`src/arith_pkg.sv`:
```
package arith_pkg;

  typedef logic signed [31:0] fix_t;    // Q15.16 operand
  typedef logic signed [31:0] angle_t;  // Radians in Q15.16

  // ----------------------------------------
  // CORDIC constants
  // ----------------------------------------

  localparam int CORDIC_ITERS = 16;

  localparam angle_t PI      = 32'sd205887;
  localparam angle_t HALF_PI = 32'sd102944;
  localparam angle_t TWO_PI  = 32'sd411775;

  localparam fix_t CORDIC_GAIN_INV = 32'sd39797;  // Start vector length of 0.60725

  // atan(2^-i)
  localparam angle_t ATAN_TABLE [CORDIC_ITERS] = '{
    32'sd51472, 32'sd30386, 32'sd16055, 32'sd8150,
    32'sd4091,  32'sd2047,  32'sd1024,  32'sd512,
    32'sd256,   32'sd128,   32'sd64,    32'sd32,
    32'sd16,    32'sd8,     32'sd4,     32'sd2
  };

  // ----------------------------------------
  // Stream payloads
  // ----------------------------------------

  typedef struct packed { fix_t data;     logic last;     } div_req_t;
  typedef struct packed { fix_t quotient; logic overflow; } div_rsp_t;
  typedef struct packed { angle_t angle;                  } cordic_req_t;
  typedef struct packed { fix_t data;     logic last;     } cordic_rsp_t;

endpackage

```
`src/iir_biquad_pkg.sv`:
```
package iir_biquad_pkg;

  // ----------------------------------------
  // Number format
  // ----------------------------------------

  localparam int Q_BITS = 16;  // Fraction bits of Q15.16

  typedef logic signed [31:0] sample_t;
  typedef logic signed [31:0] coef_t;
  typedef logic        [31:0] cfg_word_t;  // Hz as integer, or Q15.16 for q

  localparam coef_t ONE = coef_t'(1 << Q_BITS);  // 1.0

  // ----------------------------------------
  // Configuration and coefficients
  // ----------------------------------------

  typedef enum logic [1:0] {
    IIR_LOW_PASS  = 2'd0,
    IIR_HIGH_PASS = 2'd1,
    IIR_BAND_PASS = 2'd2
  } iir_type_e;

  typedef struct packed {
    cfg_word_t f0;         // Cut-off frequency
    cfg_word_t fs;         // Sample rate
    cfg_word_t q;          // Quality factor in Q15.16
    iir_type_e filt_type;
    logic      bypass;     // Output follows input
  } iir_cfg_t;

  // Zeros b0..b2 and poles a1..a2, a0 fixed at one
  typedef struct packed {
    coef_t b0;
    coef_t b1;
    coef_t b2;
    coef_t a1;
    coef_t a2;
  } iir_coefs_t;

endpackage

```
`src/iir_coef_ctrl.sv`:
```
`timescale 1ns/1ps

module iir_coef_ctrl (
  input  logic                       clk,
  input  logic                       rst_n,
  input  iir_biquad_pkg::iir_cfg_t   cfg,
  output iir_biquad_pkg::iir_coefs_t coefs,
  output logic                       coef_update,
  output logic                       cfg_error,
  output logic                       div_req_valid,
  input  logic                       div_req_ready,
  output arith_pkg::div_req_t        div_req,
  input  logic                       div_rsp_valid,
  output logic                       div_rsp_ready,
  input  arith_pkg::div_rsp_t        div_rsp,
  output logic                       cordic_req_valid,
  input  logic                       cordic_req_ready,
  output arith_pkg::cordic_req_t     cordic_req,
  input  logic                       cordic_rsp_valid,
  output logic                       cordic_rsp_ready,
  input  arith_pkg::cordic_rsp_t     cordic_rsp
);

  import iir_biquad_pkg::*;
  import arith_pkg::*;

  typedef enum logic [3:0] {
    ST_INIT, ST_SEND_DIV, ST_WAIT_QUO, ST_SEND_W0, ST_GET_SINCOS,
    ST_SEND_ALFA, ST_WAIT_ALFA, ST_COMPUTE, ST_IDLE
  } ctrl_state_e;

  ctrl_state_e        state;
  iir_cfg_t           cfg_q;     // Config behind the active coefficients
  iir_cfg_t           cfg_new;   // Config being worked on
  angle_t             w0;
  fix_t               sin_w0;
  fix_t               cos_w0;
  fix_t               alfa;
  fix_t               op_a;
  fix_t               op_b;
  logic signed [63:0] w0_prod;
  coef_t              one_m_c;
  coef_t              one_p_c;

  assign div_rsp_ready    = (state == ST_WAIT_QUO) || (state == ST_WAIT_ALFA);
  assign cordic_rsp_ready = (state == ST_GET_SINCOS);

  // Operands of the divisions f0/fs and sin/(2q)
  assign op_a = (state == ST_SEND_ALFA) ? sin_w0 : fix_t'(cfg_new.f0);
  assign op_b = (state == ST_SEND_ALFA) ? fix_t'(cfg_new.q << 1) : fix_t'(cfg_new.fs);

  assign w0_prod = div_rsp.quotient * TWO_PI;
  assign one_m_c = ONE - cos_w0;
  assign one_p_c = ONE + cos_w0;

  always_ff @(posedge clk or negedge rst_n) begin
    if (!rst_n) begin
      state            <= ST_INIT;
      cfg_q            <= '0;
      cfg_new          <= '0;
      {w0, sin_w0, cos_w0, alfa} <= '0;
      coefs            <= '{b0: ONE, default: '0};  // Identity
      coef_update      <= 1'b0;
      cfg_error        <= 1'b0;
      div_req_valid    <= 1'b0;
      div_req          <= '0;
      cordic_req_valid <= 1'b0;
      cordic_req       <= '0;
    end else begin
      coef_update <= 1'b0;
      cfg_error   <= 1'b0;
      case (state)
        ST_INIT: begin
          cfg_q <= cfg;
          state <= ST_IDLE;
        end
        ST_IDLE: begin
          cfg_new <= cfg;
          if (cfg.f0 != cfg_q.f0 || cfg.fs != cfg_q.fs) state <= ST_SEND_DIV;
          else if (cfg.q != cfg_q.q)                   state <= ST_SEND_ALFA;
          else if (cfg.filt_type != cfg_q.filt_type)   state <= ST_COMPUTE;
        end
        // Dividend beat, then divisor beat with last
        ST_SEND_DIV, ST_SEND_ALFA: begin
          if (!div_req_valid) begin
            div_req_valid <= 1'b1;
            div_req       <= '{data: op_a, last: 1'b0};
          end else if (div_req_ready) begin
            if (!div_req.last) begin
              div_req <= '{data: op_b, last: 1'b1};
            end else begin
              div_req_valid <= 1'b0;
              state <= (state == ST_SEND_DIV) ? ST_WAIT_QUO : ST_WAIT_ALFA;
            end
          end
        end
        ST_WAIT_QUO, ST_WAIT_ALFA: if (div_rsp_valid) begin
          if (div_rsp.overflow) begin
            cfg_error <= 1'b1;       // Old coefficients stay
            cfg_q     <= cfg_new;
            state     <= ST_IDLE;
          end else if (state == ST_WAIT_QUO) begin
            w0    <= w0_prod[31+Q_BITS:Q_BITS];
            state <= ST_SEND_W0;
          end else begin
            alfa  <= div_rsp.quotient;
            state <= ST_COMPUTE;
          end
        end
        ST_SEND_W0: begin
          if (!cordic_req_valid) begin
            cordic_req_valid <= 1'b1;
            cordic_req.angle <= w0;
          end else if (cordic_req_ready) begin
            cordic_req_valid <= 1'b0;
            state            <= ST_GET_SINCOS;
          end
        end
        ST_GET_SINCOS: if (cordic_rsp_valid) begin
          if (!cordic_rsp.last) begin
            sin_w0 <= cordic_rsp.data;
          end else begin
            cos_w0 <= cordic_rsp.data;
            state  <= ST_SEND_ALFA;
          end
        end
        ST_COMPUTE: begin
          case (cfg_new.filt_type)
            IIR_HIGH_PASS: begin
              coefs.b0 <= one_p_c >>> 1;
              coefs.b1 <= -one_p_c;
              coefs.b2 <= one_p_c >>> 1;
            end
            IIR_BAND_PASS: begin
              coefs.b0 <= sin_w0 >>> 1;
              coefs.b1 <= '0;
              coefs.b2 <= -(sin_w0 >>> 1);
            end
            default: begin           // Low-pass
              coefs.b0 <= one_m_c >>> 1;
              coefs.b1 <= one_m_c;
              coefs.b2 <= one_m_c >>> 1;
            end
          endcase
          coefs.a1    <= -(cos_w0 <<< 1);
          coefs.a2    <= ONE - alfa;  // Poles not scaled by a0
          coef_update <= 1'b1;
          cfg_q       <= cfg_new;
          state       <= ST_IDLE;
        end
        default: state <= ST_INIT;
      endcase
    end
  end

endmodule

```
`config.mk`:
```
export PLATFORM = sky130hd
export DESIGN_NAME = iir_coef_ctrl
export DESIGN_NICKNAME = d
export VERILOG_FILES = /design/src/arith_pkg.sv /design/src/iir_biquad_pkg.sv /design/src/iir_coef_ctrl.sv
export SDC_FILE = /design/constraint.sdc
export NUM_CORES = 2
export LEC_CHECK = 0
export BUFFER_PORTS_ARGS = -buffer_cell sky130_fd_sc_hd__buf_2
export CELL_PAD_IN_SITES_DETAIL_PLACEMENT = 1
export CELL_PAD_IN_SITES_GLOBAL_PLACEMENT = 2
export CORE_ASPECT_RATIO = 1.1
export CORE_MARGIN = 1.5
export CORE_UTILIZATION = 35
export CTS_BUF_LIST = sky130_fd_sc_hd__clkbuf_16
export CTS_CLUSTER_DIAMETER = 60
export DETAILED_ROUTE_END_ITERATION = 8
export PLACE_DENSITY_LB_ADDON = 0.1
export RECOVER_POWER = 100
export SYNTH_ARGS = -nofsm -noshare
export SYNTH_HDL_FRONTEND = slang
export SYNTH_SLANG_ARGS = --single-unit
```
`constraint.sdc`:
```
create_clock -name clk -period 2.9 [get_ports clk]
set_clock_uncertainty 0.2 [all_clocks]
set_input_delay 0.58 -clock clk [delete_from_list [all_inputs] [get_ports clk]]
set_output_delay 0.58 -clock clk [all_outputs]
set_load 0.01 [all_outputs]
```
==> results.json <==
{
  "syn_to_final_growth_pct": 35.8,
  "final_cells": 6087,
  "clk_pin_slew_ns": 0.06,
  "clk_path_buf_depth": 3,
  "numCtsBuffers": 75,
  "period_minus_slack_ns": 6.17,
  "violations": "setup timing",
  "die_h_um": 347,
  "io_buffer_count": 399,
  "synth_compound_area_share_pct": 9.06,
  "hold_ws_ns": 0.0402,
  "drt_iter0_markers": 1224,
  "core-area_um2": 106000,
  "syn_inst": 3622,
  "fillers": 11800,
  "multi_input_area_um2": 23700,
  "cts_tree": "yes",
  "syn_avg_cell_area_um2": 10.4,
  "antenna_found_initial": 8,
  "grt_pass1_wl_mm": 203,
  "cts-root-buf": "clkbuf_16",
  "routedWlPerCell_um": 22.2,
  "htree_levels": 3,
  "clk_latency_ns": 0.65,
  "placedInstanceArea_um2": 45900,
  "worst_slack_ns": -3.27,
  "ant_nets": 0,
  "synthMuxAreaShare_pct": 11.3,
  "drc": 0,
  "synth.distinct_cells": 85,
  "grtUsageTotal_pct": 24.6,
  "seq_area_um2": 13900,
  "critPathMaxFanout": 3,
  "hold_violations": 0,
  "grt_max_degree": 79,
  "synth_ff_type": "dfrtp_1",
  "vias_per_cell": 4.91,
  "drt-pass1-iter-count": 5,
  "fin_crit_sh_pct": 213,
  "synth_area_um2": 37600,
  "top_level_ports": 402,
  "maxCapViolCount": 0,
  "vias": 29900,
  "design_area_um2": 51000,
  "synthesis.nets": 4246,
  "cp_data_required_time_ns": 3.23,
  "run_status": "finished, violations left",
  "grt_pass1_vias": 32900,
  "setup_viol": 189,
  "synth-xor-area-share_pct": 6.69,
  "synthArstFlopShare_pct": 100,
  "min-delay-path-class": "input pin to flip-flop",
  "wirelength_mm": 135,
  "detailedPlacementHpwl_mm": 107,
  "drv_slew": 0,
  "fp.dieW_um": 315,
  "rsz0062_at_grt": "true",
  "ys_warn_count": 0,
  "synth_simple_gate_area_share_pct": 9.61,
  "initial_core_util_pct": 35.4,
  "drive_above_1_share_pct": 33.4,
  "overflow": 0,
  "synth_edf_count": 0,
  "synth_fa_ha_area_share_pct": 20.2,
  "synth_top_family_by_area": "adder cells",
  "relSlewSlack_pct": 25.5,
  "placementRows": 125,
  "finalWeightedCongestion": 0.862,
  "yosysSeqAreaShare_pct": 36.9,
  "clock_sinks": 554,
  "fmax_mhz": 162,
  "dp_slack_ns": -4.17,
  "setup.worst_path.end_class": "flip-flop",
  "nets": 5248,
  "worst_pin_slew_ns": 1.12,
  "crit_path_start_kind": "input pin",
  "path_class": "input pin to flip-flop",
  "arrival_ns": 6.50,
  "dp.cells": 5821,
  "ys_ff_latch": 554,
  "die-area_um2": 109000
}
critical path: stages:
cell and delay, ns:
buf_8 0.08, clkinvlp_4 0.12, buf_12 0.15, fa_1 0.54
xnor2_2 0.17, ha_1 0.30, inv_2 0.04, fa_1 0.54
inv_2 0.05, ha_4 0.26, fa_1 0.42, fa_1 0.51
fa_1 0.54, ha_4 0.33, a21oi_4 0.07, buf_6 0.11
o211ai_1 0.28, nand4_1 0.17, o21ai_2 0.24, a221o_1 0.30
a31oi_2 0.13, buf_4 0.16, a21oi_2 0.14, nor3_1 0.08
o31ai_2 0.21
per-layer routing:
layer | track usage (%) | wire length [um] | vias to the layer above | share of wire [%]
met4 | 7.82 | 4330 | 12 | 3.2
met3 | 3.15 | 4730 | 181 | 3.5
met1 | 30.0 | 56100 | 15200 | 42
met5 | 0 | 92 | - | 0.068
li1 | - | - | 14000 | -
met2 | 44.5 | 69900 | 516 | 52
cells in the final DEF (no fill, tap or decap), drive strengths merged, types with 34 or more instances in the layout:
cell,netlist,routed
a21o,38,38
a21oi,122,122
buf,25,782
clkbuf,137,335
dfrtp,553,553
dlygate4sd3,0,43
fa,257,257
ha,196,196
inv,460,462
mux2,224,224
mux2i,101,101
nand2,408,408
nand3,38,38
nor2,124,124
nor3,42,42
nor4,34,34
o21ai,265,265
xnor2,146,146
xor2,141,141
sequential cells by signal, indices dropped and copies added, names as in the netlist:
name and flops:
coefs 157, cfg_new 98, cfg_q 98, div_req 33, alfa 32, cordic_req 32, cos_w0 32, sin_w0 32
w0 32, state 4, cfg_error 1, coef_update 1, cordic_req_valid 1, div_req_valid 1
cell usage after synthesis (6+ instances only):
cell	n	area share, %
a211oi_1	11	0.22
a21o_1	38	0.76
a21oi_1	122	1.6
a221oi_1	19	0.44
a22o_1	20	0.47
a22oi_1	12	0.24
a31oi_1	13	0.22
and2_1	7	0.12
and3_1	9	0.15
buf_1	18	0.18
clkbuf_1	137	1.4
dfrtp_1	553	37
fa_1	257	14
ha_1	196	6.5
inv_1	459	4.6
mux2_2	224	6.7
mux2i_1	101	2.7
mux4_2	31	1.9
nand2_1	408	4.1
nand2b_1	14	0.23
nand3_1	37	0.49
nand3b_1	6	0.12
nand4_1	20	0.33
nor2_1	123	1.2
nor2b_1	14	0.23
nor3_1	42	0.56
nor4_1	27	0.45
o211ai_1	8	0.16
o21a_1	11	0.22
o21ai_0	254	3.4
o21ai_1	10	0.13
o31ai_1	11	0.22
or2_2	10	0.17
or3_1	20	0.33
or4_1	8	0.16
xnor2_1	146	3.4
xor2_1	141	3.3
cell families after synthesis:
logic type,Yosys count
AOI/OAI and AO/OA,570
buffers and inverters,623
xor gates and xnor gates,287
and+or+nand+nor,778
muxes,356
other,1
DFF,554
adders and majority gates,453
worst paths after layout:
check | startpoint | slack, ns | endpoint | cells past startpoint
setup reg to reg | alfa[1] | -0.28 | coefs[31] | 10
min in group asynchronous | rst_n | 0.47 | cfg_q[69] | 2
setup / recovery | div_rsp[11] | -3.27 | w0[29] | 25
hold / removal | cfg[72] | 0.04 | cfg_new[72] | 2
hold reg to reg | coefs[37] | 0.27 | coefs[37] | 2
max in group asynchronous | rst_n | 0.21 | coefs[144] | 4
through the flow:
step                      utilization (%)  setup TNS, ns
after detailed placement             43.3        -128.49
after global placement               43.3        -126.63
final                                48.1        -103.85
after global routing                 48.1        -155.57
after CTS                            47.5         -93.18
after floorplan                         -         -96.65
area by class of cell:
class	count	share of cell area (%)
clock buffers	75	3.68
well taps	1397	3.43
inverters	461	3.59
multi-input cells	2445	46.4
clock inverters	64	1.14
diodes	4	0.0196
repair buffers	1087	14.6
flip-flops and latches	554	27.2
timing repair:
| action | CTS | global route |
|---|---|---|
| setup buffers | 53 | 47 |
| endpoints found under the hold margin | 175 | 0 |
| endpoints found under the setup margin | 79 | 93 |
| pin swaps | 166 | 186 |
| hold buffers | 44 | 0 |
| resized for setup | 259 | 219 |
Power is not shown: default switching activity piles up to over one toggle a cycle in this logic, so the estimate is an artifact.
