File: src/arith_pkg.sv
package arith_pkg;

  typedef logic signed [31:0] fix_t;    // Q15.16 operand
  typedef logic signed [31:0] angle_t;  // Radians in Q15.16

  // ----------------------------------------
  // CORDIC constants
  // ----------------------------------------

  localparam int CORDIC_ITERS = 16;

  localparam angle_t PI      = 32'sd205887;
  localparam angle_t HALF_PI = 32'sd102944;
  localparam angle_t TWO_PI  = 32'sd411775;

  localparam fix_t CORDIC_GAIN_INV = 32'sd39797;  // Start vector length of 0.60725

  // atan(2^-i)
  localparam angle_t ATAN_TABLE [CORDIC_ITERS] = '{
    32'sd51472, 32'sd30386, 32'sd16055, 32'sd8150,
    32'sd4091,  32'sd2047,  32'sd1024,  32'sd512,
    32'sd256,   32'sd128,   32'sd64,    32'sd32,
    32'sd16,    32'sd8,     32'sd4,     32'sd2
  };

  // ----------------------------------------
  // Stream payloads
  // ----------------------------------------

  typedef struct packed { fix_t data;     logic last;     } div_req_t;
  typedef struct packed { fix_t quotient; logic overflow; } div_rsp_t;
  typedef struct packed { angle_t angle;                  } cordic_req_t;
  typedef struct packed { fix_t data;     logic last;     } cordic_rsp_t;

endpackage

File: src/cordic_sincos.sv
`timescale 1ns/1ps

module cordic_sincos (
  input  logic                   clk,
  input  logic                   rst_n,
  input  logic                   req_valid,
  output logic                   req_ready,
  input  arith_pkg::cordic_req_t req,
  output logic                   rsp_valid,
  input  logic                   rsp_ready,
  output arith_pkg::cordic_rsp_t rsp
);

  import arith_pkg::*;

  typedef enum logic [2:0] {
    COR_IDLE,
    COR_FOLD,   // Map angle into 0..pi/2
    COR_ROT,
    COR_FIX,    // Apply cosine sign
    COR_SIN,
    COR_COS
  } cor_state_e;

  cor_state_e state;
  logic [3:0] iter;
  fix_t       x;
  fix_t       y;
  angle_t     z;
  angle_t     atan_i;
  logic       neg_cos;

  assign atan_i = ATAN_TABLE[iter];

  assign req_ready = (state == COR_IDLE);
  assign rsp_valid = (state == COR_SIN) || (state == COR_COS);
  assign rsp.data  = (state == COR_SIN) ? y : x;
  assign rsp.last  = (state == COR_COS);

  // ----------------------------------------
  // Sequencing
  // ----------------------------------------

  always_ff @(posedge clk or negedge rst_n) begin
    if (!rst_n) begin
      state <= COR_IDLE;
      iter  <= '0;
    end else begin
      case (state)
        COR_IDLE: if (req_valid) state <= COR_FOLD;
        COR_FOLD: begin
          iter  <= '0;
          state <= COR_ROT;
        end
        COR_ROT: begin
          iter <= iter + 4'd1;
          if (iter == 4'(CORDIC_ITERS - 1)) state <= COR_FIX;
        end
        COR_FIX: state <= COR_SIN;
        COR_SIN: if (rsp_ready) state <= COR_COS;   // Cosine follows sine
        COR_COS: if (rsp_ready) state <= COR_IDLE;
        default: state <= COR_IDLE;
      endcase
    end
  end

  // ----------------------------------------
  // Rotation datapath
  // ----------------------------------------

  always_ff @(posedge clk) begin
    case (state)
      COR_IDLE: if (req_valid) z <= req.angle;
      COR_FOLD: begin
        neg_cos <= (z > HALF_PI);
        if (z > HALF_PI) z <= PI - z;  // sin(pi-a) = sin(a), cos flips
        x <= CORDIC_GAIN_INV;
        y <= '0;
      end
      COR_ROT: begin
        if (!z[31]) begin
          x <= x - (y >>> iter);
          y <= y + (x >>> iter);
          z <= z - atan_i;
        end else begin
          x <= x + (y >>> iter);
          y <= y - (x >>> iter);
          z <= z + atan_i;
        end
      end
      COR_FIX: if (neg_cos) x <= -x;
      default: ;
    endcase
  end

endmodule

File: config.mk
export PLATFORM = sky130hd
export DESIGN_NAME = cordic_sincos
export DESIGN_NICKNAME = d
export VERILOG_FILES = /design/src/arith_pkg.sv /design/src/cordic_sincos.sv
export SDC_FILE = /design/constraint.sdc
export NUM_CORES = 1
export LEC_CHECK = 0
export ABC_CLOCK_PERIOD_IN_PS = 16300
export BUFFER_PORTS_ARGS = -buffer_cell sky130_fd_sc_hd__buf_4
export CORE_MARGIN = 10
export CORE_UTILIZATION = 70
export DETAILED_ROUTE_END_ITERATION = 8
export GPL_TIMING_DRIVEN = 1
export HOLD_SLACK_MARGIN = 0.02
export PLACE_DENSITY_LB_ADDON = 0.25
export SYNTH_ARGS = -nofsm -noshare
export SYNTH_HDL_FRONTEND = slang
export SYNTH_SLANG_ARGS = --single-unit
File: constraint.sdc
create_clock -name clk -period 16.3 [get_ports clk]
set_clock_uncertainty 0.05 [all_clocks]
set_input_delay 3.26 -clock clk [delete_from_list [all_inputs] [get_ports clk]]
set_output_delay 3.26 -clock clk [all_outputs]
set_load 0.01 [all_outputs]
==> run_summary.xml, run 1 <==
<?xml version="1.0" encoding="UTF-8"?>
<metrics>
  <group name="clocking">
    <metric name="tritoncts_clock_tree" unit="">done</metric>
    <metric name="clock-root-buffer" unit="">clkbuf_16</metric>
    <metric name="postCtsHoldBufs" unit="">0</metric>
    <metric name="ctsHtreeMaxLevel" unit="">3</metric>
    <metric name="clk-insertion-delay-late" unit="ns">0.38</metric>
    <metric name="cts-buffers-inserted" unit="">9</metric>
    <metric name="clk_path_buf_depth" unit="">2</metric>
    <metric name="post-cts-setup-buffers" unit="">0</metric>
    <metric name="cts_sinks" unit="">104</metric>
    <metric name="cts_resized" unit="">0</metric>
    <metric name="cts.clk_slew.worst_paths" unit="ns">0.09</metric>
  </group>
  <group name="global_route">
    <metric name="pin_count_of_the_biggest_net_entering_global_routing" unit="">83</metric>
    <metric name="global_route_wire_length_before_repair" unit="um">76700</metric>
    <metric name="grt_overflow" unit="">0</metric>
    <metric name="grt_pass1_vias" unit="">14247</metric>
    <metric name="groute.usage.overall" unit="%">32.2</metric>
    <metric name="antenna_found_initial" unit="">0</metric>
  </group>
  <group name="route">
    <metric name="via_cell_ratio" unit="">7.01</metric>
    <metric name="drtAntennaViolNets" unit="">0</metric>
    <metric name="detail_route.drc_violations" unit="">0</metric>
    <metric name="routed_wire_length_per_instance" unit="um">22.1</metric>
    <metric name="detailed_route_iter0_violations" unit="">2010</metric>
    <metric name="route.final.wire_length" unit="um">48500</metric>
    <metric name="drt_pass1_iterations" unit="">8</metric>
    <metric name="routed-via-count" unit="">15422</metric>
  </group>
  <group name="yosys">
    <metric name="edff_count_synth" unit="">97</metric>
    <metric name="syn-num-nets" unit="">2093</metric>
    <metric name="ys_seq_elements" unit="">104</metric>
    <metric name="netlist.area_leader.share" unit="%">18.0</metric>
    <metric name="synth_cells" unit="">1936</metric>
    <metric name="synth.cells.most_frequent" unit="">192 x nor2_1, 168 x nand2_1, 163 x a21oi_1</metric>
    <metric name="synth.yosys.warnings" unit="">0</metric>
    <metric name="post_synth_main_area_contributors" unit="">edfxtp_1 18%, ha_1 9.1%, mux4_2 7.6%</metric>
    <metric name="dominant_cell_by_count_in_the_synthesized_netlist" unit="">nor2_1</metric>
    <metric name="synth_area" unit="um^2">16200</metric>
    <metric name="yosysTopAreaCell" unit="">edfxtp_1</metric>
    <metric name="postSynthAreaPerCell" unit="um^2">8.38</metric>
    <metric name="synthFlopType" unit="">edfxtp_1</metric>
    <metric name="async_reset_ff_share" unit="%">6.73</metric>
    <metric name="sequential_fraction_of_the_synthesis_area" unit="%">19.0</metric>
    <metric name="ys_types" unit="">99</metric>
  </group>
  <group name="floorplanning">
    <metric name="fp.dieW" unit="um">172</metric>
    <metric name="dieArea" unit="um^2">29700</metric>
    <metric name="effective_utilization_at_floorplan" unit="%">71.5</metric>
    <metric name="fp.coreArea" unit="um^2">22700</metric>
    <metric name="die_h" unit="um">172</metric>
    <metric name="design.portCount" unit="">71</metric>
    <metric name="count_of_standard_cell_rows" unit="">55</metric>
  </group>
  <group name="hold_path">
    <metric name="min_delay_worst_endpoint" unit="">state[0]</metric>
    <metric name="hold-path-cell-count" unit="">1</metric>
    <metric name="hold_path.startpoint" unit="">state[1]</metric>
    <metric name="timing.hold.worst.class" unit="">reg2reg</metric>
  </group>
  <group name="finish">
    <metric name="final.fill_count" unit="">1797</metric>
    <metric name="finalNetCount" unit="">2068</metric>
    <metric name="multi_input_comb_area" unit="um^2">12400</metric>
    <metric name="flow.area_growth_from_synthesis" unit="%">4.57</metric>
    <metric name="drive_gt1_share" unit="%">13.5</metric>
    <metric name="antenna_cells" unit="">0</metric>
    <metric name="seq_area" unit="um^2">3100</metric>
  </group>
  <group name="worst_setup_path">
    <metric name="worstPathCellList" unit="">buf_4, mux2_2, mux4_2, o21ai_0, ha_1, nand3b_1, nor4b_4, a21oi_1, xor2_1, ha_1, a21oi_1, o211ai_1, a2111oi_0, o22a_1, o21ai_0, a311o_1, o31ai_1, a32oi_1, xnor2_1, nor2_1</metric>
    <metric name="r2r_cells" unit="">20</metric>
    <metric name="cp.buffers_inverters" unit="">1</metric>
    <metric name="cpLargestDelayFamily" unit="">compound AO/OA/AOI/OAI gates</metric>
    <metric name="critical_path.max_fanout" unit="">62</metric>
    <metric name="critPathCaptureType" unit="">flip-flop</metric>
    <metric name="worst-endpoint-arrival" unit="ns">6.71</metric>
    <metric name="cp_startpoint" unit="">iter[0]</metric>
    <metric name="timing.rr.start" unit="">iter[0]</metric>
    <metric name="r2r-end" unit="">y[31]</metric>
    <metric name="slowest_delay" unit="ns">0.80</metric>
    <metric name="startpoint_type" unit="">flip-flop</metric>
    <metric name="worst-setup-path-type" unit="">reg2reg</metric>
    <metric name="slowest_stage" unit="">buf_4</metric>
    <metric name="worst-r2r-setup-slack" unit="ns">9.65</metric>
    <metric name="worst-endpoint-required" unit="ns">16.36</metric>
  </group>
  <group name="timing">
    <metric name="setup_viol" unit="">0</metric>
    <metric name="final_max_slew_viol_count" unit="">0</metric>
    <metric name="hold_violations" unit="">0</metric>
    <metric name="worst-slew-pin-transition" unit="ns">1.19</metric>
    <metric name="period_minus_slack" unit="ns">6.65</metric>
    <metric name="slew_headroom" unit="%">20.9</metric>
    <metric name="grt_setup_unrepaired" unit="">no</metric>
    <metric name="ratio_of_final_minimum_period_to_clock_period" unit="%">40.8</metric>
    <metric name="maxClockFrequency" unit="GHz">0.150</metric>
    <metric name="total_negative_setup_slacks" unit="ns">0</metric>
  </group>
  <group name="job">
    <metric name="max-cap-violations" unit="">0</metric>
  </group>
  <group name="place">
    <metric name="place_congestion" unit="">0.985</metric>
    <metric name="portBuffers" unit="">70</metric>
    <metric name="detailedPlacementHpwl" unit="um">36000</metric>
  </group>
  <group name="outcome">
    <metric name="result_of_the_run" unit="">finished, final reports clean</metric>
  </group>
</metrics>
## layout make-up
type,count,share of cell area [%]
clock buffers,10,1.35
repair buffers,88,3.89
multi-input cells,1654,72.9
clock inverters,6,0.310
inverters,54,1.19
flip-flops and latches,104,18.3
well taps,285,2.10
## metrics by stage
stage          hold slack, ns  instance area [um^2]  setup WS [ns]  cells  utilization, %
3_3_place_gp            0.624                 16700           9.86   2185            73.5
4_1_cts                 0.656                 17000           9.68   2201            74.7
5_1_grt                 0.704                 17000           9.07   2201            74.7
3_5_place_dp            0.632                 16700           9.73   2185            73.5
2_1_floorplan           0.583                 16200          10.38   1936               -
6_report                0.663                 17000           9.65   2201            74.7
## registers in the layout, summed over array words and instances, names as in the netlist
| signal | cells |
|---|---|
| iter | 4 |
| state | 3 |
| z | 32 |
| y | 32 |
| neg_cos | 1 |
| x | 32 |
## cells in the final DEF (no fill, tap or decap), types with 6 or more instances in the layout
master       n
nor2_1     189
nand2_1    168
a21oi_1    163
ha_1       118
o21ai_0    104
xnor2_1    104
edfxtp_1    97
xor2_1      95
buf_4       88
mux4_2      55
nor3_1      53
inv_1       51
mux2_2      51
mux2i_1     38
a31oi_1     36
a21o_1      35
a22oi_1     30
nor2b_1     29
nand3_1     27
nand2b_1    26
o22ai_1     23
and2_1      22
and3_1      20
o21a_1      19
o211ai_1    19
or3_1       12
a21boi_0    12
a22o_1      11
a211oi_1    11
o22a_1      10
o21bai_1    10
or2_2       10
nand4_1      9
clkbuf_16    9
nor3b_1      8
nor4_1       8
o221ai_1     7
a221oi_1     7
nand3b_1     6
## routing by layer
metal / share of wire, % / vias to the layer above / track usage [%]
met5: 0 / - / 0.542
met4: 2.9 / 0 / 10.2
met3: 12 / 124 / 6.79
met2: 43 / 920 / 47.1
met1: 43 / 7212 / 46.4
li1: - / 7166 / -
## worst max path at each step
stage | depth (start not counted) | to | slack [ns]
floorplan | 26 | y[31] | 10.38
global placement | 20 | y[31] | 9.86
detailed placement | 20 | y[31] | 9.73
CTS | 20 | y[31] | 9.68
global route | 20 | y[31] | 9.07
finish | 20 | y[31] | 9.65
## cell families (layout without fill, tap and decap cells)
| group | count (synthesis) | count (layout) | synth area share (%) |
|---|---|---|---|
| simple gates | 619 | 619 | 18.6 |
| mux | 152 | 152 | 14.6 |
| compound gates | 562 | 562 | 22.6 |
| flops | 104 | 104 | 19.0 |
| fa+ha+maj | 121 | 121 | 9.47 |
| buf+inv | 178 | 158 | 4.89 |
| xor+xnor | 200 | 200 | 10.8 |
Power of run 1 is left out: the tool's default activity adds up to more than one toggle a clock period on the data nets, which glitch-free logic cannot reach.
==> run 2: changes to the inputs <==
- ABC_AREA: not set -> 1
- ABC_CLOCK_PERIOD_IN_PS: 16300 -> 5600
- CORE_UTILIZATION: 70 -> 59
- clock period: 16.3 -> 5.6 ns (I/O delays scaled with it)
==> run_summary.xml, run 2 <==
<?xml version="1.0" encoding="UTF-8"?>
<metrics>
  <group name="clocking">
    <metric name="cts.clk_slew.worst_paths" unit="ns">0.09</metric>
    <metric name="cts-buffers-inserted" unit="">9</metric>
    <metric name="clk_path_buf_depth" unit="">2</metric>
    <metric name="cts_sinks" unit="">104</metric>
    <metric name="clk-insertion-delay-late" unit="ns">0.39</metric>
    <metric name="post-cts-setup-buffers" unit="">0</metric>
    <metric name="cts_resized" unit="">0</metric>
    <metric name="ctsHtreeMaxLevel" unit="">3</metric>
    <metric name="clock-root-buffer" unit="">clkbuf_16</metric>
    <metric name="tritoncts_clock_tree" unit="">done</metric>
    <metric name="postCtsHoldBufs" unit="">0</metric>
  </group>
  <group name="route">
    <metric name="routed_wire_length_per_instance" unit="um">19.0</metric>
    <metric name="detailed_route_iter0_violations" unit="">2671</metric>
    <metric name="drt_pass1_iterations" unit="">7</metric>
    <metric name="routed-via-count" unit="">19642</metric>
    <metric name="drtAntennaViolNets" unit="">0</metric>
    <metric name="detail_route.drc_violations" unit="">0</metric>
    <metric name="via_cell_ratio" unit="">6.19</metric>
    <metric name="route.final.wire_length" unit="um">60100</metric>
  </group>
  <group name="worst_setup_path">
    <metric name="startpoint_type" unit="">flip-flop</metric>
    <metric name="crit_path_frequent_cell" unit="">nand2_1</metric>
    <metric name="worst-endpoint-required" unit="ns">5.70</metric>
    <metric name="worst-setup-path-type" unit="">reg2reg</metric>
    <metric name="worst-endpoint-arrival" unit="ns">5.26</metric>
    <metric name="slowest_delay" unit="ns">0.51</metric>
    <metric name="critical_path.max_fanout" unit="">53</metric>
    <metric name="critPathCaptureType" unit="">flip-flop</metric>
    <metric name="timing.rr.start" unit="">iter[1]</metric>
    <metric name="worst-r2r-setup-slack" unit="ns">0.44</metric>
    <metric name="slowest_stage" unit="">buf_4</metric>
    <metric name="cp_startpoint" unit="">iter[1]</metric>
  </group>
  <group name="outcome">
    <metric name="result_of_the_run" unit="">finished, final reports clean</metric>
  </group>
  <group name="hold_path">
    <metric name="timing.hold.worst.class" unit="">in2async</metric>
  </group>
  <group name="yosys">
    <metric name="yosysTopAreaCell" unit="">edfxtp_1</metric>
    <metric name="synth.yosys.warnings" unit="">0</metric>
    <metric name="edff_count_synth" unit="">97</metric>
    <metric name="ys_seq_elements" unit="">104</metric>
    <metric name="syn-num-nets" unit="">2931</metric>
    <metric name="ys_types" unit="">61</metric>
    <metric name="synth_cells" unit="">2774</metric>
    <metric name="postSynthAreaPerCell" unit="um^2">6.02</metric>
    <metric name="synth_area" unit="um^2">16700</metric>
    <metric name="netlist.area_leader.share" unit="%">17.4</metric>
    <metric name="async_reset_ff_share" unit="%">6.73</metric>
    <metric name="sequential_fraction_of_the_synthesis_area" unit="%">18.5</metric>
    <metric name="synth.cells.most_frequent" unit="">730 x nand2_1, 387 x nand3_1, 277 x nor2_1</metric>
    <metric name="dominant_cell_by_count_in_the_synthesized_netlist" unit="">nand2_1</metric>
    <metric name="synthFlopType" unit="">edfxtp_1</metric>
    <metric name="post_synth_main_area_contributors" unit="">edfxtp_1 17%, nand2_1 16%, nand3_1 12%</metric>
  </group>
  <group name="finish">
    <metric name="multi_input_comb_area" unit="um^2">12100</metric>
    <metric name="final.fill_count" unit="">2716</metric>
    <metric name="seq_area" unit="um^2">3090</metric>
    <metric name="final_area" unit="um^2">17700</metric>
    <metric name="largest_registers" unit="">x x32, y x32, z x32</metric>
    <metric name="antenna_cells" unit="">0</metric>
    <metric name="finalNetCount" unit="">2946</metric>
    <metric name="top_library_cells_by_usage_in_the_layout_fill_and_taps_aside" unit="">729 x nand2_1, 387 x nand3_1, 276 x nor2_1</metric>
    <metric name="flow.area_growth_from_synthesis" unit="%">6.13</metric>
    <metric name="mostFrequentLayoutCell" unit="">nand2_1</metric>
    <metric name="drive_gt1_share" unit="%">8.12</metric>
    <metric name="post-route-util" unit="%">63.6</metric>
  </group>
  <group name="timing">
    <metric name="grt_setup_unrepaired" unit="">no</metric>
    <metric name="hold_violations" unit="">0</metric>
    <metric name="setup_viol" unit="">0</metric>
    <metric name="maxClockFrequency" unit="GHz">0.194</metric>
    <metric name="ratio_of_final_minimum_period_to_clock_period" unit="%">92.2</metric>
    <metric name="slew_headroom" unit="%">26.1</metric>
    <metric name="final_max_slew_viol_count" unit="">0</metric>
    <metric name="worst-slew-pin-transition" unit="ns">1.11</metric>
    <metric name="period_minus_slack" unit="ns">5.16</metric>
    <metric name="total_negative_setup_slacks" unit="ns">0</metric>
  </group>
  <group name="global_route">
    <metric name="grt_pass1_vias" unit="">18010</metric>
    <metric name="groute.usage.overall" unit="%">32.6</metric>
    <metric name="grt_overflow" unit="">0</metric>
    <metric name="pin_count_of_the_biggest_net_entering_global_routing" unit="">60</metric>
    <metric name="global_route_wire_length_before_repair" unit="um">94000</metric>
    <metric name="antenna_found_initial" unit="">1</metric>
  </group>
  <group name="job">
    <metric name="max-cap-violations" unit="">0</metric>
  </group>
  <group name="floorplanning">
    <metric name="count_of_standard_cell_rows" unit="">61</metric>
    <metric name="effective_utilization_at_floorplan" unit="%">60.0</metric>
    <metric name="fp.coreArea" unit="um^2">27900</metric>
    <metric name="die_h" unit="um">188</metric>
    <metric name="fp.dieW" unit="um">188</metric>
    <metric name="dieArea" unit="um^2">35400</metric>
    <metric name="design.portCount" unit="">71</metric>
  </group>
  <group name="place">
    <metric name="detailedPlacementHpwl" unit="um">47800</metric>
    <metric name="portBuffers" unit="">70</metric>
    <metric name="place_congestion" unit="">1.03</metric>
    <metric name="dpl_cell_area" unit="um^2">17400</metric>
  </group>
</metrics>
[run 2: cell types whose count changed after synthesis, sizes merged, moves of 40 or more]
cell / previous run / this run
a21oi: 164 / 226
mux2: 53 / 6
xor2: 95 / 55
nand3: 27 / 392
xnor2: 105 / 19
nand2: 169 / 742
inv: 51 / 275
mux4: 60 / 0
o21ai: 107 / 213
nor2: 192 / 298
[run 2: per-stage QoR]
step           cells  worst slack (ns)  hold slack, ns
2_1_floorplan   2774              1.44           0.504
3_3_place_gp    3156             0.669           0.528
3_5_place_dp    3156             0.583           0.551
4_1_cts         3172             0.551           0.483
5_1_grt         3172            0.0481           0.484
6_report        3172             0.436           0.488
[run 2: cell families after synthesis]
family	count (synthesis)	share of synthesized area [%]
AND/OR/NAND/NOR	1552	40.5
flip-flops	104	18.5
adder cells (fa/ha/maj)	121	9.20
multiplexers	6	0.404
XOR/XNOR	74	3.88
buffers and inverters	373	9.41
AO/OA/AOI/OAI	544	18.2
[run 2: layout make-up]
| class | instances | share of cell area, % |
|---|---|---|
| multi-input combinational | 2297 | 68.1 |
| sequential | 104 | 17.4 |
| inverter | 277 | 5.87 |
| timing repair buffer | 100 | 4.26 |
| tap | 378 | 2.67 |
| clock buffer | 9 | 1.27 |
| clock inverter | 7 | 0.353 |
[run 2: critical path, delay by kind of cell (launching register included)]
family	cells	cell delay (ns)
XOR/XNOR	1	0.16
buffers and inverters	4	0.85
AND/OR/NAND/NOR	14	1.65
AO/OA/AOI/OAI	5	1.12
flip-flops	1	0.48
adder cells (fa/ha/maj)	2	0.57
[run 2: path summary, 6_finish.rpt]
| check | end | cells after the start |
|---|---|---|
| max | y[29] | 26 |
| min | iter[2] | 1 |
| max reg2reg | y[29] | 26 |
| min reg2reg | iter[0] | 3 |
| max in group asynchronous | iter[3] | 1 |
| min in group clk | iter[0] | 3 |
[run 2: per-layer routing]
| metal | up-vias | part of all wire (%) | global-route usage, % |
|---|---|---|---|
| met5 | - | 0 | 0 |
| met4 | 0 | 2.5 | 9.85 |
| met3 | 113 | 12 | 6.68 |
| met2 | 1129 | 42 | 48.4 |
| met1 | 8947 | 43 | 46.3 |
| li1 | 9453 | - | - |
Power of run 2 is left out for the same reason.
