===== src/arith_pkg.sv =====
package arith_pkg;

  typedef logic signed [31:0] fix_t;    // Q15.16 operand
  typedef logic signed [31:0] angle_t;  // Radians in Q15.16

  // ----------------------------------------
  // CORDIC constants
  // ----------------------------------------

  localparam int CORDIC_ITERS = 16;

  localparam angle_t PI      = 32'sd205887;
  localparam angle_t HALF_PI = 32'sd102944;
  localparam angle_t TWO_PI  = 32'sd411775;

  localparam fix_t CORDIC_GAIN_INV = 32'sd39797;  // Start vector length of 0.60725

  // atan(2^-i)
  localparam angle_t ATAN_TABLE [CORDIC_ITERS] = '{
    32'sd51472, 32'sd30386, 32'sd16055, 32'sd8150,
    32'sd4091,  32'sd2047,  32'sd1024,  32'sd512,
    32'sd256,   32'sd128,   32'sd64,    32'sd32,
    32'sd16,    32'sd8,     32'sd4,     32'sd2
  };

  // ----------------------------------------
  // Stream payloads
  // ----------------------------------------

  typedef struct packed { fix_t data;     logic last;     } div_req_t;
  typedef struct packed { fix_t quotient; logic overflow; } div_rsp_t;
  typedef struct packed { angle_t angle;                  } cordic_req_t;
  typedef struct packed { fix_t data;     logic last;     } cordic_rsp_t;

endpackage


===== src/iir_biquad_pkg.sv =====
package iir_biquad_pkg;

  // ----------------------------------------
  // Number format
  // ----------------------------------------

  localparam int Q_BITS = 16;  // Fraction bits of Q15.16

  typedef logic signed [31:0] sample_t;
  typedef logic signed [31:0] coef_t;
  typedef logic        [31:0] cfg_word_t;  // Hz as integer, or Q15.16 for q

  localparam coef_t ONE = coef_t'(1 << Q_BITS);  // 1.0

  // ----------------------------------------
  // Configuration and coefficients
  // ----------------------------------------

  typedef enum logic [1:0] {
    IIR_LOW_PASS  = 2'd0,
    IIR_HIGH_PASS = 2'd1,
    IIR_BAND_PASS = 2'd2
  } iir_type_e;

  typedef struct packed {
    cfg_word_t f0;         // Cut-off frequency
    cfg_word_t fs;         // Sample rate
    cfg_word_t q;          // Quality factor in Q15.16
    iir_type_e filt_type;
    logic      bypass;     // Output follows input
  } iir_cfg_t;

  // Zeros b0..b2 and poles a1..a2, a0 fixed at one
  typedef struct packed {
    coef_t b0;
    coef_t b1;
    coef_t b2;
    coef_t a1;
    coef_t a2;
  } iir_coefs_t;

endpackage


===== src/long_divider.sv =====
`timescale 1ns/1ps

module long_divider (
  input  logic                clk,
  input  logic                rst_n,
  input  logic                req_valid,
  output logic                req_ready,
  input  arith_pkg::div_req_t req,
  output logic                rsp_valid,
  input  logic                rsp_ready,
  output arith_pkg::div_rsp_t rsp
);

  import arith_pkg::*;
  import iir_biquad_pkg::*;

  typedef enum logic [1:0] {DIV_IDLE, DIV_LOAD, DIV_RUN, DIV_DONE} div_state_e;

  div_state_e         state;
  logic [5:0]         step;
  fix_t               dividend;
  fix_t               divisor;
  logic [31:0]        dvd_mag;
  logic [31:0]        dvs_mag;
  logic [31+Q_BITS:0] quo;        // Numerator shifts out, quotient shifts in
  logic [32:0]        rem;
  logic [32:0]        rem_shift;
  logic               neg;
  logic               div_zero;
  logic               too_big;

  assign req_ready = (state == DIV_IDLE);
  assign rsp_valid = (state == DIV_DONE);

  assign dvd_mag   = dividend[31] ? -dividend : dividend;
  assign rem_shift = {rem[31:0], quo[31+Q_BITS]};

  // Negative results may reach -2^31
  assign too_big = neg ? (quo > {1'b0, 32'h8000_0000}) : (quo > {1'b0, 32'h7fff_ffff});

  assign rsp.quotient = neg ? -fix_t'(quo[31:0]) : fix_t'(quo[31:0]);
  assign rsp.overflow = div_zero | too_big;

  always_ff @(posedge clk or negedge rst_n) begin
    if (!rst_n) begin
      state <= DIV_IDLE;
      step  <= '0;
    end else begin
      case (state)
        DIV_IDLE: if (req_valid && req.last) state <= DIV_LOAD;  // Divisor beat
        DIV_LOAD: begin
          step  <= '0;
          state <= DIV_RUN;
        end
        DIV_RUN: begin
          step <= step + 6'd1;
          if (step == 6'(31 + Q_BITS)) state <= DIV_DONE;
        end
        DIV_DONE: if (rsp_ready) state <= DIV_IDLE;
        default:  state <= DIV_IDLE;
      endcase
    end
  end

  always_ff @(posedge clk) begin
    case (state)
      DIV_IDLE: if (req_valid) begin
        if (req.last) divisor <= req.data;
        else          dividend <= req.data;
      end
      DIV_LOAD: begin
        quo      <= {dvd_mag, {Q_BITS{1'b0}}};
        rem      <= '0;
        dvs_mag  <= divisor[31] ? -divisor : divisor;
        neg      <= dividend[31] ^ divisor[31];
        div_zero <= (divisor == '0);
      end
      DIV_RUN: begin
        // Restoring step, one quotient bit per cycle
        if (rem_shift >= {1'b0, dvs_mag}) begin
          rem <= rem_shift - {1'b0, dvs_mag};
          quo <= {quo[30+Q_BITS:0], 1'b1};
        end else begin
          rem <= rem_shift;
          quo <= {quo[30+Q_BITS:0], 1'b0};
        end
      end
      default: ;
    endcase
  end

endmodule


===== config.mk =====
export PLATFORM = sky130hd
export DESIGN_NAME = long_divider
export DESIGN_NICKNAME = d
export VERILOG_FILES = /design/src/arith_pkg.sv /design/src/iir_biquad_pkg.sv /design/src/long_divider.sv
export SDC_FILE = /design/constraint.sdc
export NUM_CORES = 1
export LEC_CHECK = 0
export BUFFER_PORTS_ARGS = -buffer_cell sky130_fd_sc_hd__buf_4
export CAP_MARGIN = 20
export CORE_UTILIZATION = 55
export DETAILED_ROUTE_END_ITERATION = 8
export GPL_TIMING_DRIVEN = 0
export PLACE_DENSITY = 0.8
export SETUP_SLACK_MARGIN = 0.15
export SLEW_MARGIN = 20
export SYNTH_ARGS = -nofsm -noshare
export SYNTH_HDL_FRONTEND = slang
export SYNTH_SLANG_ARGS = --single-unit

===== constraint.sdc =====
create_clock -name clk -period 6.18 [get_ports clk]
set_clock_uncertainty 0.2 [all_clocks]
set_input_delay 0.927 -clock clk [delete_from_list [all_inputs] [get_ports clk]]
set_output_delay 0.927 -clock clk [all_outputs]
set_load 0.02 [all_outputs]

==> results of run 1 <==
-- layer usage --
metal	global-route usage, %	share of wire (%)	up-vias
met2	40.53	47	304
met4	9.370	1.9	0
met1	35.18	45	3799
met3	3.487	6.8	39
met5	0	0	-
li1	-	-	3749
-- flip-flops by register name, summed over array words and instances (netlist names), 2 cells and up --
register  flops
state         2
divisor      32
rem          32
step          6
dividend     32
quo          48
dvs_mag      32
-- metrics by stage --
| stage | cells | worst slack [ns] | power (W) | instance area [µm²] |
|---|---|---|---|---|
| 2_1_floorplan | 965 | 1.953 | 0.004906 | 10530 |
| 3_3_place_gp | 1270 | 1.650 | 0.005881 | 11360 |
| 3_5_place_dp | 1273 | 1.633 | 0.005993 | 11450 |
| 4_1_cts | 1305 | 1.123 | 0.007094 | 12040 |
| 5_1_grt | 1305 | 0.9977 | 0.007576 | 12040 |
| 6_report | 1305 | 1.109 | 0.007101 | 12040 |
-- synthesized netlist by cell type (3+ instances only) --
library cell  instances
nor4_1                9
nand2_1             100
clkbuf_1             27
mux2i_1              23
a21oi_1              35
a31oi_1               5
nor2b_1               7
inv_1                57
or2_2                 3
nand3_1              12
nand4_1               7
o311ai_0              3
o31ai_1              22
ha_1                 40
o21ai_1               3
a211oi_1              8
o21ai_0              86
and3_1                3
a21o_1               21
buf_2                 4
xor2_1               38
o211ai_1              3
or4_1                13
or4_4                 3
xnor2_1              78
dfrtp_1               8
and2_1               15
nand2b_1              9
nor3_1               14
or3_1                15
edfxtp_1            178
o41ai_1              14
nor2_1               53
-- path summary, 6_finish.rpt --
| path | start | endpoint | slack [ns] | cells past startpoint |
|---|---|---|---|---|
| max in group asynchronous | rst_n | state[1] | 5.57 | 1 |
| min in group clk | divisor[0] | dvs_mag[0] | 0.28 | 0 |
| max reg2reg | rem[5] | rem[5] | 1.75 | 13 |
| max | quo[6] | rsp[32] | 1.11 | 10 |
| min reg2reg | divisor[0] | dvs_mag[0] | 0.28 | 0 |
| min | rst_n | step[0] | 0.08 | 1 |
-- layout make-up --
cell class              instances  area, µm²
plain buffers                  35      143.9
clock buffers                  18      439.2
clock inverters                14      145.1
fillers                      1398       6666
inverters                      58      217.7
multi-input cells             686       4647
flip-flops and latches        186       5545
well taps                     234      292.8
repair buffers                 74      608.1
-- power by group through the flow --
stage	clock (W)	sequential (W)	combinational (W)
after floorplan	0	0.00232	0.00259
after global placement	0	0.00242	0.00346
after detailed placement	0	0.00238	0.00361
after CTS	0.00108	0.00236	0.00366
after global routing	0.00112	0.00242	0.00404
final	0.00108	0.00236	0.00366
-- cell families (layout without fill, tap and decap cells) --
logic type,Yosys count,count (layout),share of synthesized area (%)
adder cells (fa/ha/maj),41,41,4.943
buffers and inverters,93,199,3.434
AND/OR/NAND/NOR,280,280,13.46
multiplexers,24,24,2.293
AO/OA/AOI/OAI,225,225,13.56
XOR/XNOR,116,116,9.648
flip-flops,186,186,52.66
-- cell usage in the layout, fill, tap and decap left out, types with 12 or more instances in the layout --
cell,Yosys,routed
nand3_1,12,12
xor2_1,38,38
buf_4,2,73
o21ai_0,86,86
or3_1,15,15
edfxtp_1,178,178
o41ai_1,14,14
nor3_1,14,14
o31ai_1,22,22
nand2_1,100,100
a21oi_1,35,35
a21o_1,21,21
clkbuf_16,0,17
and2_1,15,15
or4_1,13,13
clkbuf_1,27,27
ha_1,40,38
mux2i_1,23,23
xnor2_1,78,78
inv_1,57,57
nor2_1,53,52
==> key figures, run 1 <==
Power and ir drop
  • Static Leak: approximately 4.6 nW
  • Sw Share: 43.02%
  • Peak VDD IR: 0.0003458 V
  • Switching power: just over 0.003 W
  • Sequential share of power: 33.3%
  • Clock Power Share: about 15%
  • PD cells: 589.9 nW/µm²
  • Comb power frac: 51.6%
  • Internal Power: 0.004046 W

Critical path
  • Worst Path Required: ~5.1 ns
  • Delay-heaviest family, CP: simple AND/OR/NAND/NOR gates
  • Crit. End Element: output port
  • Setup CP Type: flip-flop to output port
  • CP arrival: 3.94 ns
  • CP startpoint kind: flip-flop
  • CP Buf/Inv Count: 1
  • Max FO, Critical Path: 6
  • Critical Path Slowest Stage Cell: or4_4
  • Largest stage delay, worst path: 0.56 ns
  • Critical path cell sequence: or4_4, nor4_2, nand3_1, or2_1, or3_4, or3_4, or4_4, o41ai_2, xnor2_1, buf_4

STA
  • Setup TNS: 0 ns
  • Max Slew Vio Count: 0
  • Hold slack: between 0.08 and 0.09 ns
  • Final min period: 5.071 ns
  • Final Hold Fails: 0
  • Worst Tran Pin Value: 0.8749 ns
  • Fmax: 197.2 MHz
  • Tcrit/Tclk final: 82.06%
  • Setup Viol. Count Final: 0
  • Slew HR: 41.18%
  • Unrepaired setup endpoints after global routing: false

Place
  • Port Buf Inserts: between 70 and 80
  • RePlAce Congestion: 0.9094
  • Post-DP HPWL: 17520 µm

Floorplanning
  • Row cnt: 50
  • Die Area: 19700 µm²
  • Die Height: roughly 140 µm
  • Starting Density: between 50% and 60%
  • I/O pin total: 72
  • Core area: roughly 19000 µm²
  • Die width: roughly 140 µm

Finish
  • Layout cell share with drive strength beyond 1: 12.51%
  • ANT cells: 0
  • Layout area overhead: 14.33%
  • Final core occ: 64.36%
  • Nets@finish: 1136

Min path
  • Worst min path class: primary input to asynchronous set/reset pin

Logic synthesis
  • Register area share after synthesis: a little over half
  • Main flop type after synthesis: edfxtp_1
  • Top cell type's share of synthesized area: 50.76%
  • Cell taking the most area after synthesis: edfxtp_1
  • Mean area per synthesized cell: 10.91 µm²
  • Post-synth EDFFs: 178
  • Largest cells by area after synthesis: edfxtp_1 51%, xnor2_1 6.5%, ha_1 4.8%
  • Post-Syn Area: 10530 µm²
  • Synthesized instance count: 965
  • Ys Warns: 0
  • Syn Nets: 1043
  • Seq cells post-synth: 186
  • Unique masters post-synth: 69
  • Async SR Flop Fraction: 4.301%

Drt
  • Post-route DRC: 0
  • Routed WL: about 24000 µm
  • Vias per cell: 6.047
  • Vias: a little under 8000
  • TritonRoute pass-1 iters: 5
  • DR WL/cell: roughly 18 µm
  • Post-DRT Antenna Nets: 0
  • Detailed Route Iter0 Violations: 717

Clocking
  • Post-CTS Resized: 0
  • CTS H-Tree Depth: 4
  • Worst-path clk slew: 0.08 ns
  • Post-CTS setup buffers: 0
  • CTS buffer count: 17
  • CTS Root Buffer Type: clkbuf_16
  • Latest clock arrival within the worst-skew pair: 0.44 ns
  • Clock Tree Buf Depth: 2
  • Clock Sinks: 186
  • Hold_buf cts: 0
  • CTS tree: built

Global route
  • Vias in the first global route: approximately 7600
  • Largest net degree at the start of global routing: slightly above 60
  • Initial antenna violation count: 0
  • Tot GR Track Use: 25.29%
  • Total grt overflow: 0
  • Global-route wire length before repair: 38410 µm

Run status
  • Status: finished clean

Run
  • Max-cap check violation count: 0
Note: power is estimated with default switching activity, not from simulation.
==> inputs of run 2 (changes only) <==
PLACE_DENSITY = 0.82   (was 0.8)
clock period = 4.5 ns   (was 6.18 ns; I/O delays follow)
==> run 2 against run 1 <==
Against the previous run: the run now ends with setup timing left; critical endpoint is now rsp[30]; largest cell class unchanged; cell count increased by 1.0%; clock-buffer cell count increased by 3; register-to-register slack got worse by 1.3 ns; non-clock buffer count increased by 13; setup slack got worse by 1.3 ns; combinational power increased by 42%; largest power group unchanged; via count increased by 2.1%; first-iteration DRC count increased by 2.0%; flip-flop and latch count unchanged; critical path type unchanged; die area unchanged.
==> key figures, run 2 (same netlist as run 1, synthesis figures left out) <==
Run status
  • Status: finished with violations
  • Failing checks: setup timing

STA
  • Max Slew Vio Count: 0
  • Final min period: 4.702 ns
  • Slew HR: a little over 40%
  • Setup TNS: -0.7124 ns
  • Fmax: 212.7 MHz
  • Hold slack: 0.2093 ns
  • Unrepaired setup endpoints after global routing: true
  • Final Hold Fails: 0
  • Setup WS post-layout: -0.2018 ns
  • Setup Viol. Count Final: 5
  • Worst Tran Pin Value: 0.8904 ns
  • Tcrit/Tclk final: 104.5%

Global route
  • Tot GR Track Use: between 20% and 30%
  • Vias in the first global route: 7826
  • Total grt overflow: 0
  • Global-route wire length before repair: 39410 µm
  • Initial antenna violation count: 1
  • Largest net degree at the start of global routing: 61

Floorplanning
  • Row cnt: 50
  • Die width: 140.4 µm
  • Die Area: between 15000 and 20000 µm²
  • I/O pin total: 72
  • Die Height: 140.4 µm
  • Core area: 18710 µm²
  • Starting Density: 56.29%

Power and ir drop
  • Sw Share: around 43%
  • PD cells: 815.8 nW/µm²
  • Design Power: 0.01002 W
  • Peak VDD IR: 0.0005242 V
  • Comb power frac: 51.8%
  • Switching power: 0.004286 W
  • Clock Power Share: between 10% and 20%
  • Static Leak: between 4 and 5 nW
  • Sequential share of power: about a third
  • Internal Power: 0.005732 W

Finish
  • Finished Cell Area: 12280 µm²
  • Layout cell share with drive strength beyond 1: 14.30%
  • Layout area overhead: 16.62%
  • Post-Layout Cell Count: 1318
  • Commonest non-fill, non-tap cell in the layout: edfxtp_1
  • ANT cells: 0
  • Most frequent cells in the layout: 178 x edfxtp_1, 99 x nand2_1, 86 x o21ai_0
  • Largest Register: quo
  • Max FFs per register: 48
  • Nets@finish: 1149

Min path
  • Worst min path class: primary input to flip-flop
  • Endpoint, Worst Hold: dividend[19]
  • Min-delay src: req[20]
  • WHS Path Cells: 1

Drt
  • Post-route DRC: 0
  • DR top layer: met4
  • Vias: 8055
  • WL met3: 1737 µm
  • Metal1 wirelength: around 11000 µm
  • DR WL/cell: 19.05 µm
  • Routed WL: 25110 µm
  • Metal2 WL: 12070 µm
  • Detailed Route Iter0 Violations: 731
  • Post-DRT Antenna Nets: 0
  • TritonRoute pass-1 iters: 7
  • Vias per cell: between 6 and 7

Critical path
  • Crit. End Element: output port
  • Reg2reg start: rem[5]
  • Reg2Reg Depth: 13
  • Max FO, Critical Path: 2
  • R2R Setup Slk: between 0.4 and 0.5 ns
  • CP arrival: between 3 and 4 ns
  • Worst Path Required: 3.62 ns
  • CP startpoint kind: flip-flop
  • Setup CP Type: flip-flop to output port
  • Capture point of the worst reg-to-reg path: rem[6]

Place
  • Post-DP HPWL: 17890 µm
  • RePlAce Congestion: 0.9188
  • Placed insts: 1273
  • DP Area: approximately 11000 µm²
  • Port Buf Inserts: 71

Clocking
  • CTS tree: built
  • CTS buffer count: 17
  • Clock Tree Buf Depth: 2
  • Worst-path clk slew: 0.08 ns
  • Latest clock arrival within the worst-skew pair: 0.44 ns
  • Clock Sinks: 186
  • CTS H-Tree Depth: 4
  • CTS Root Buffer Type: clkbuf_16

Run
  • Max-cap check violation count: 0
## run 2: changes by cell type in the layout (fill, tap and decap cells not counted), moves of 2 or more
| cell | change |
|---|---|
| inv_8 | -3 |
| or3_1 | -2 |
| buf_4 | +12 |
| nor4_2 | -2 |
| clkbuf_16 | +2 |
| o31ai_1 | -2 |
| or3_4 | +2 |
| nor4_4 | +2 |
| o31ai_4 | +2 |
## run 2: per-stage QoR
stage               utilization, %  worst slack [ns]
floorplan                        -            0.5253
global placement             60.71           0.07989
detailed placement           61.24            0.2154
CTS                          65.15           -0.1218
global route                 65.65           -0.2805
finish                       65.65           -0.2018
## run 2: critical path: stages, from the launching register on
cell and delay [ns]:
edfxtp_1 0.41, or4_4 0.58, nor4_4 0.22, nand3_2 0.14
or2_1 0.28, or3_4 0.34, or3_4 0.34, or4_4 0.45
buf_4 0.17, o21ai_4 0.15, xnor2_2 0.14, buf_4 0.17
## run 2: area by class of cell
type	instances	area, µm²
Buffer	35	146.4
Clock buffer	21	493.0
Clock inverter	11	123.9
Fill cell	1337	6425
Inverter	58	217.7
Multi-Input combinational cell	686	4753
Sequential cell	186	5545
Tap cell	234	292.8
Timing Repair Buffer	87	708.2
## run 2: how the worst max path moves through the flow
stage / from / to / slack (ns) / cells after the start
floorplan: quo[8] / rsp[31] / 0.53 / 8
global placement: state[0] / step[5] / 0.08 / 5
detailed placement: rem[5] / rem[27] / 0.22 / 13
CTS: quo[6] / rsp[32] / -0.12 / 10
global route: quo[9] / rsp[30] / -0.28 / 11
finish: quo[9] / rsp[30] / -0.20 / 11
## run 2: power by group through the flow
| stage | Sequential, W | Clock [W] | Combinational (W) |
|---|---|---|---|
| after floorplan | 0.00319 | 0 | 0.00355 |
| after global placement | 0.00330 | 0 | 0.00471 |
| after detailed placement | 0.00326 | 0 | 0.00498 |
| after CTS | 0.00324 | 0.00157 | 0.00507 |
| after global routing | 0.00334 | 0.00162 | 0.00566 |
| final | 0.00328 | 0.00155 | 0.00519 |
## run 2: metal layers
| layer | vias up | global-route usage (%) |
|---|---|---|
| met1 | 3915 | 34.62 |
| met3 | 41 | 4.718 |
| met2 | 338 | 42.11 |
| li1 | 3761 | - |
| met4 | 0 | 10.29 |
| met5 | - | 0 |
## run 2: repair_timing
| item | in CTS | in global routing |
|---|---|---|
| setup endpoints to repair | 5 | 35 |
| hold buffers | 1 | 0 |
| gates cloned | 0 | 0 |
| buffers inserted | 8 | 4 |
| endpoints found under the hold margin | 8 | 0 |
| gates resized for setup | 7 | 11 |
| pin swaps | 5 | 2 |
==> inputs of run 3 (changes only) <==
MAX_ROUTING_LAYER = met4   (was not set)
==> run 3 against run 2 <==
Against the previous run: the run still ends with setup timing left; critical path depth stayed put; die area stayed put; utilization hardly changed; combinational power hardly changed; clock power hardly changed; sequential share of layout area hardly changed; setup slack better by 0.021 ns; final area hardly changed; via count is 0.16% higher; sequential power hardly changed; routed wire length is 1.3% higher; critical path type unchanged; largest cell class unchanged; largest power group unchanged.
==> key figures, run 3 (same netlist as run 1, synthesis figures left out) <==
Floorplanning
  • Die width: 140.4 µm
  • Die Area: 19700 µm²
  • Row cnt: 50
  • Starting Density: 56.29%
  • Die Height: 140.4 µm
  • Core area: between 15000 and 20000 µm²
  • I/O pin total: 72

STA
  • Setup Viol. Count Final: 5
  • Setup WS post-layout: -0.1804 ns
  • Fmax: 213.7 MHz
  • Slew HR: 43.43%
  • Max Slew Vio Count: 0
  • Worst Tran Pin Value: 0.8486 ns
  • Final min period: 4.680 ns
  • Final Hold Fails: 0
  • Unrepaired setup endpoints after global routing: true
  • Tcrit/Tclk final: 104.0%

Critical path
  • Worst Path Required: 3.62 ns
  • Largest stage delay, worst path: around 0.56 ns
  • Crit. End Element: output port
  • Critical Path Slowest Stage Cell: or4_4
  • Worst setup endpoint: rsp[30]
  • Capture point of the worst reg-to-reg path: rem[6]
  • CP arrival: 3.81 ns
  • Reg2Reg Depth: 13
  • Setup CP Type: flip-flop to output port
  • R2R Setup Slk: between 0.4 and 0.5 ns
  • Critical path cell sequence: or4_4, nor4_4, nand3_2, or2_1, or3_4, or3_4, or4_4, buf_4, o21ai_4, xnor2_2, buf_4
  • Max FO, Critical Path: 2
  • CP startpoint kind: flip-flop
  • Reg2reg start: rem[5]
  • Worst setup path start: quo[8]

Drt
  • Vias: 8068
  • TritonRoute pass-1 iters: 5
  • Detailed Route Iter0 Violations: 767
  • Routed WL: 25450 µm
  • DR WL/cell: 19.32 µm
  • Post-DRT Antenna Nets: 0
  • Post-route DRC: 0
  • Vias per cell: 6.126

Place
  • Post-DP HPWL: 17890 µm
  • Pre-CTS setup slack: 0.2154 ns
  • Port Buf Inserts: 71
  • Placed insts: 1273
  • RePlAce Congestion: 0.9348

Clocking
  • CTS H-Tree Depth: 4
  • Latest clock arrival within the worst-skew pair: about 0.45 ns
  • Clock Sinks: 186
  • Worst-path clk slew: 0.08 ns
  • Clock Tree Buf Depth: 2
  • CTS Root Buffer Type: clkbuf_16
  • CTS tree: built
  • CTS buffer count: 17

Finish
  • Largest Register: quo
  • Layout cell share with drive strength beyond 1: 14.22%
  • Layout area overhead: 16.55%
  • Max FFs per register: between 40 and 50
  • Layout fillers: 1339
  • Reg area: 5545 µm²
  • Most frequent cells in the layout: 178 x edfxtp_1, 99 x nand2_1, 86 x o21ai_0
  • Post-Layout Cell Count: 1317
  • Commonest non-fill, non-tap cell in the layout: edfxtp_1
  • ANT cells: 0
  • Nets@finish: 1148
  • Area of the multi-input gates: 4753 µm²

Global route
  • Tot GR Track Use: a little over a quarter
  • Vias in the first global route: 7840
  • Global-route wire length before repair: 39390 µm
  • Largest net degree at the start of global routing: 61
  • Initial antenna violation count: 1
  • Total grt overflow: 0

Power and ir drop
  • Peak VDD IR: 0.0005256 V
  • Static Leak: approximately 4.7 nW
  • PD cells: 817.1 nW/µm²

Run
  • Max-cap check violation count: 0

Run status
  • Failing checks: setup timing
  • Status: finished with violations

Min path
  • Worst min path class: primary input to flip-flop
## run 3: cell types whose count changed in the layout (fill, tap and decap cells not counted), sizes merged
cell / previous run / this run
buf: 93 / 92
## run 3: worst max-delay path: cells and delay by family, from the launching register on
kind	cells	cell delay [ns]
simple gates	7	2.33
flops	1	0.42
buf+inv	2	0.34
compound gates	1	0.15
xor+xnor	1	0.14
## run 3: repair_timing
item,in CTS,in global routing
buffers inserted,8,3
hold buffers,1,0
setup endpoints to repair,5,35
cloned,0,0
pin swaps,5,2
gates resized for setup,7,11
hold endpoints to repair,8,0
## run 3: worst min-delay path by stage
stage               startpoint            to  depth (start not counted)
global placement         rst_n      state[0]                          1
global route           req[20]  dividend[19]                          1
finish                 req[20]  dividend[19]                          1
detailed placement       rst_n      state[1]                          1
floorplan                rst_n      state[0]                          0
CTS                    req[20]  dividend[19]                          1
## run 3: final cells by class
class,instances,area share (%)
inverter,58,1.774
buffer,35,1.193
clock inverter,11,1.009
timing repair buffer,86,5.709
tap,234,2.386
clock buffer,21,4.017
multi-input combinational,686,38.73
sequential,186,45.18
## run 3: through the flow
stage	total power [W]	TNS [ns]	utilization [%]	instance area [µm²]	hold WS [ns]
floorplan	0.006737	0	-	10530	0.1794
global placement	0.008004	0	60.71	11360	0.2960
detailed placement	0.008238	0	61.24	11450	0.2980
CTS	0.009883	-0.2287	65.15	12190	0.1966
global route	0.01063	-1.126	65.61	12270	0.1966
finish	0.01003	-0.6668	65.61	12270	0.2123
## run 3: routing by layer
layer  vias up  wire length [µm]  GRT usage (%)
li1       3768                 -              -
met1      3890             10550          34.62
met2       363             12210          42.13
met3        47              2130          5.128
met4         0               553          9.601
met5         -                 0              -
## run 3: report_power, final
group	switching, W	leakage [nW]	internal, W
clock network	0.000692	0.292	0.000860
registers	0.000460	1.82	0.00282
logic	0.00315	2.58	0.00205
total	0.00430	4.69	0.00573
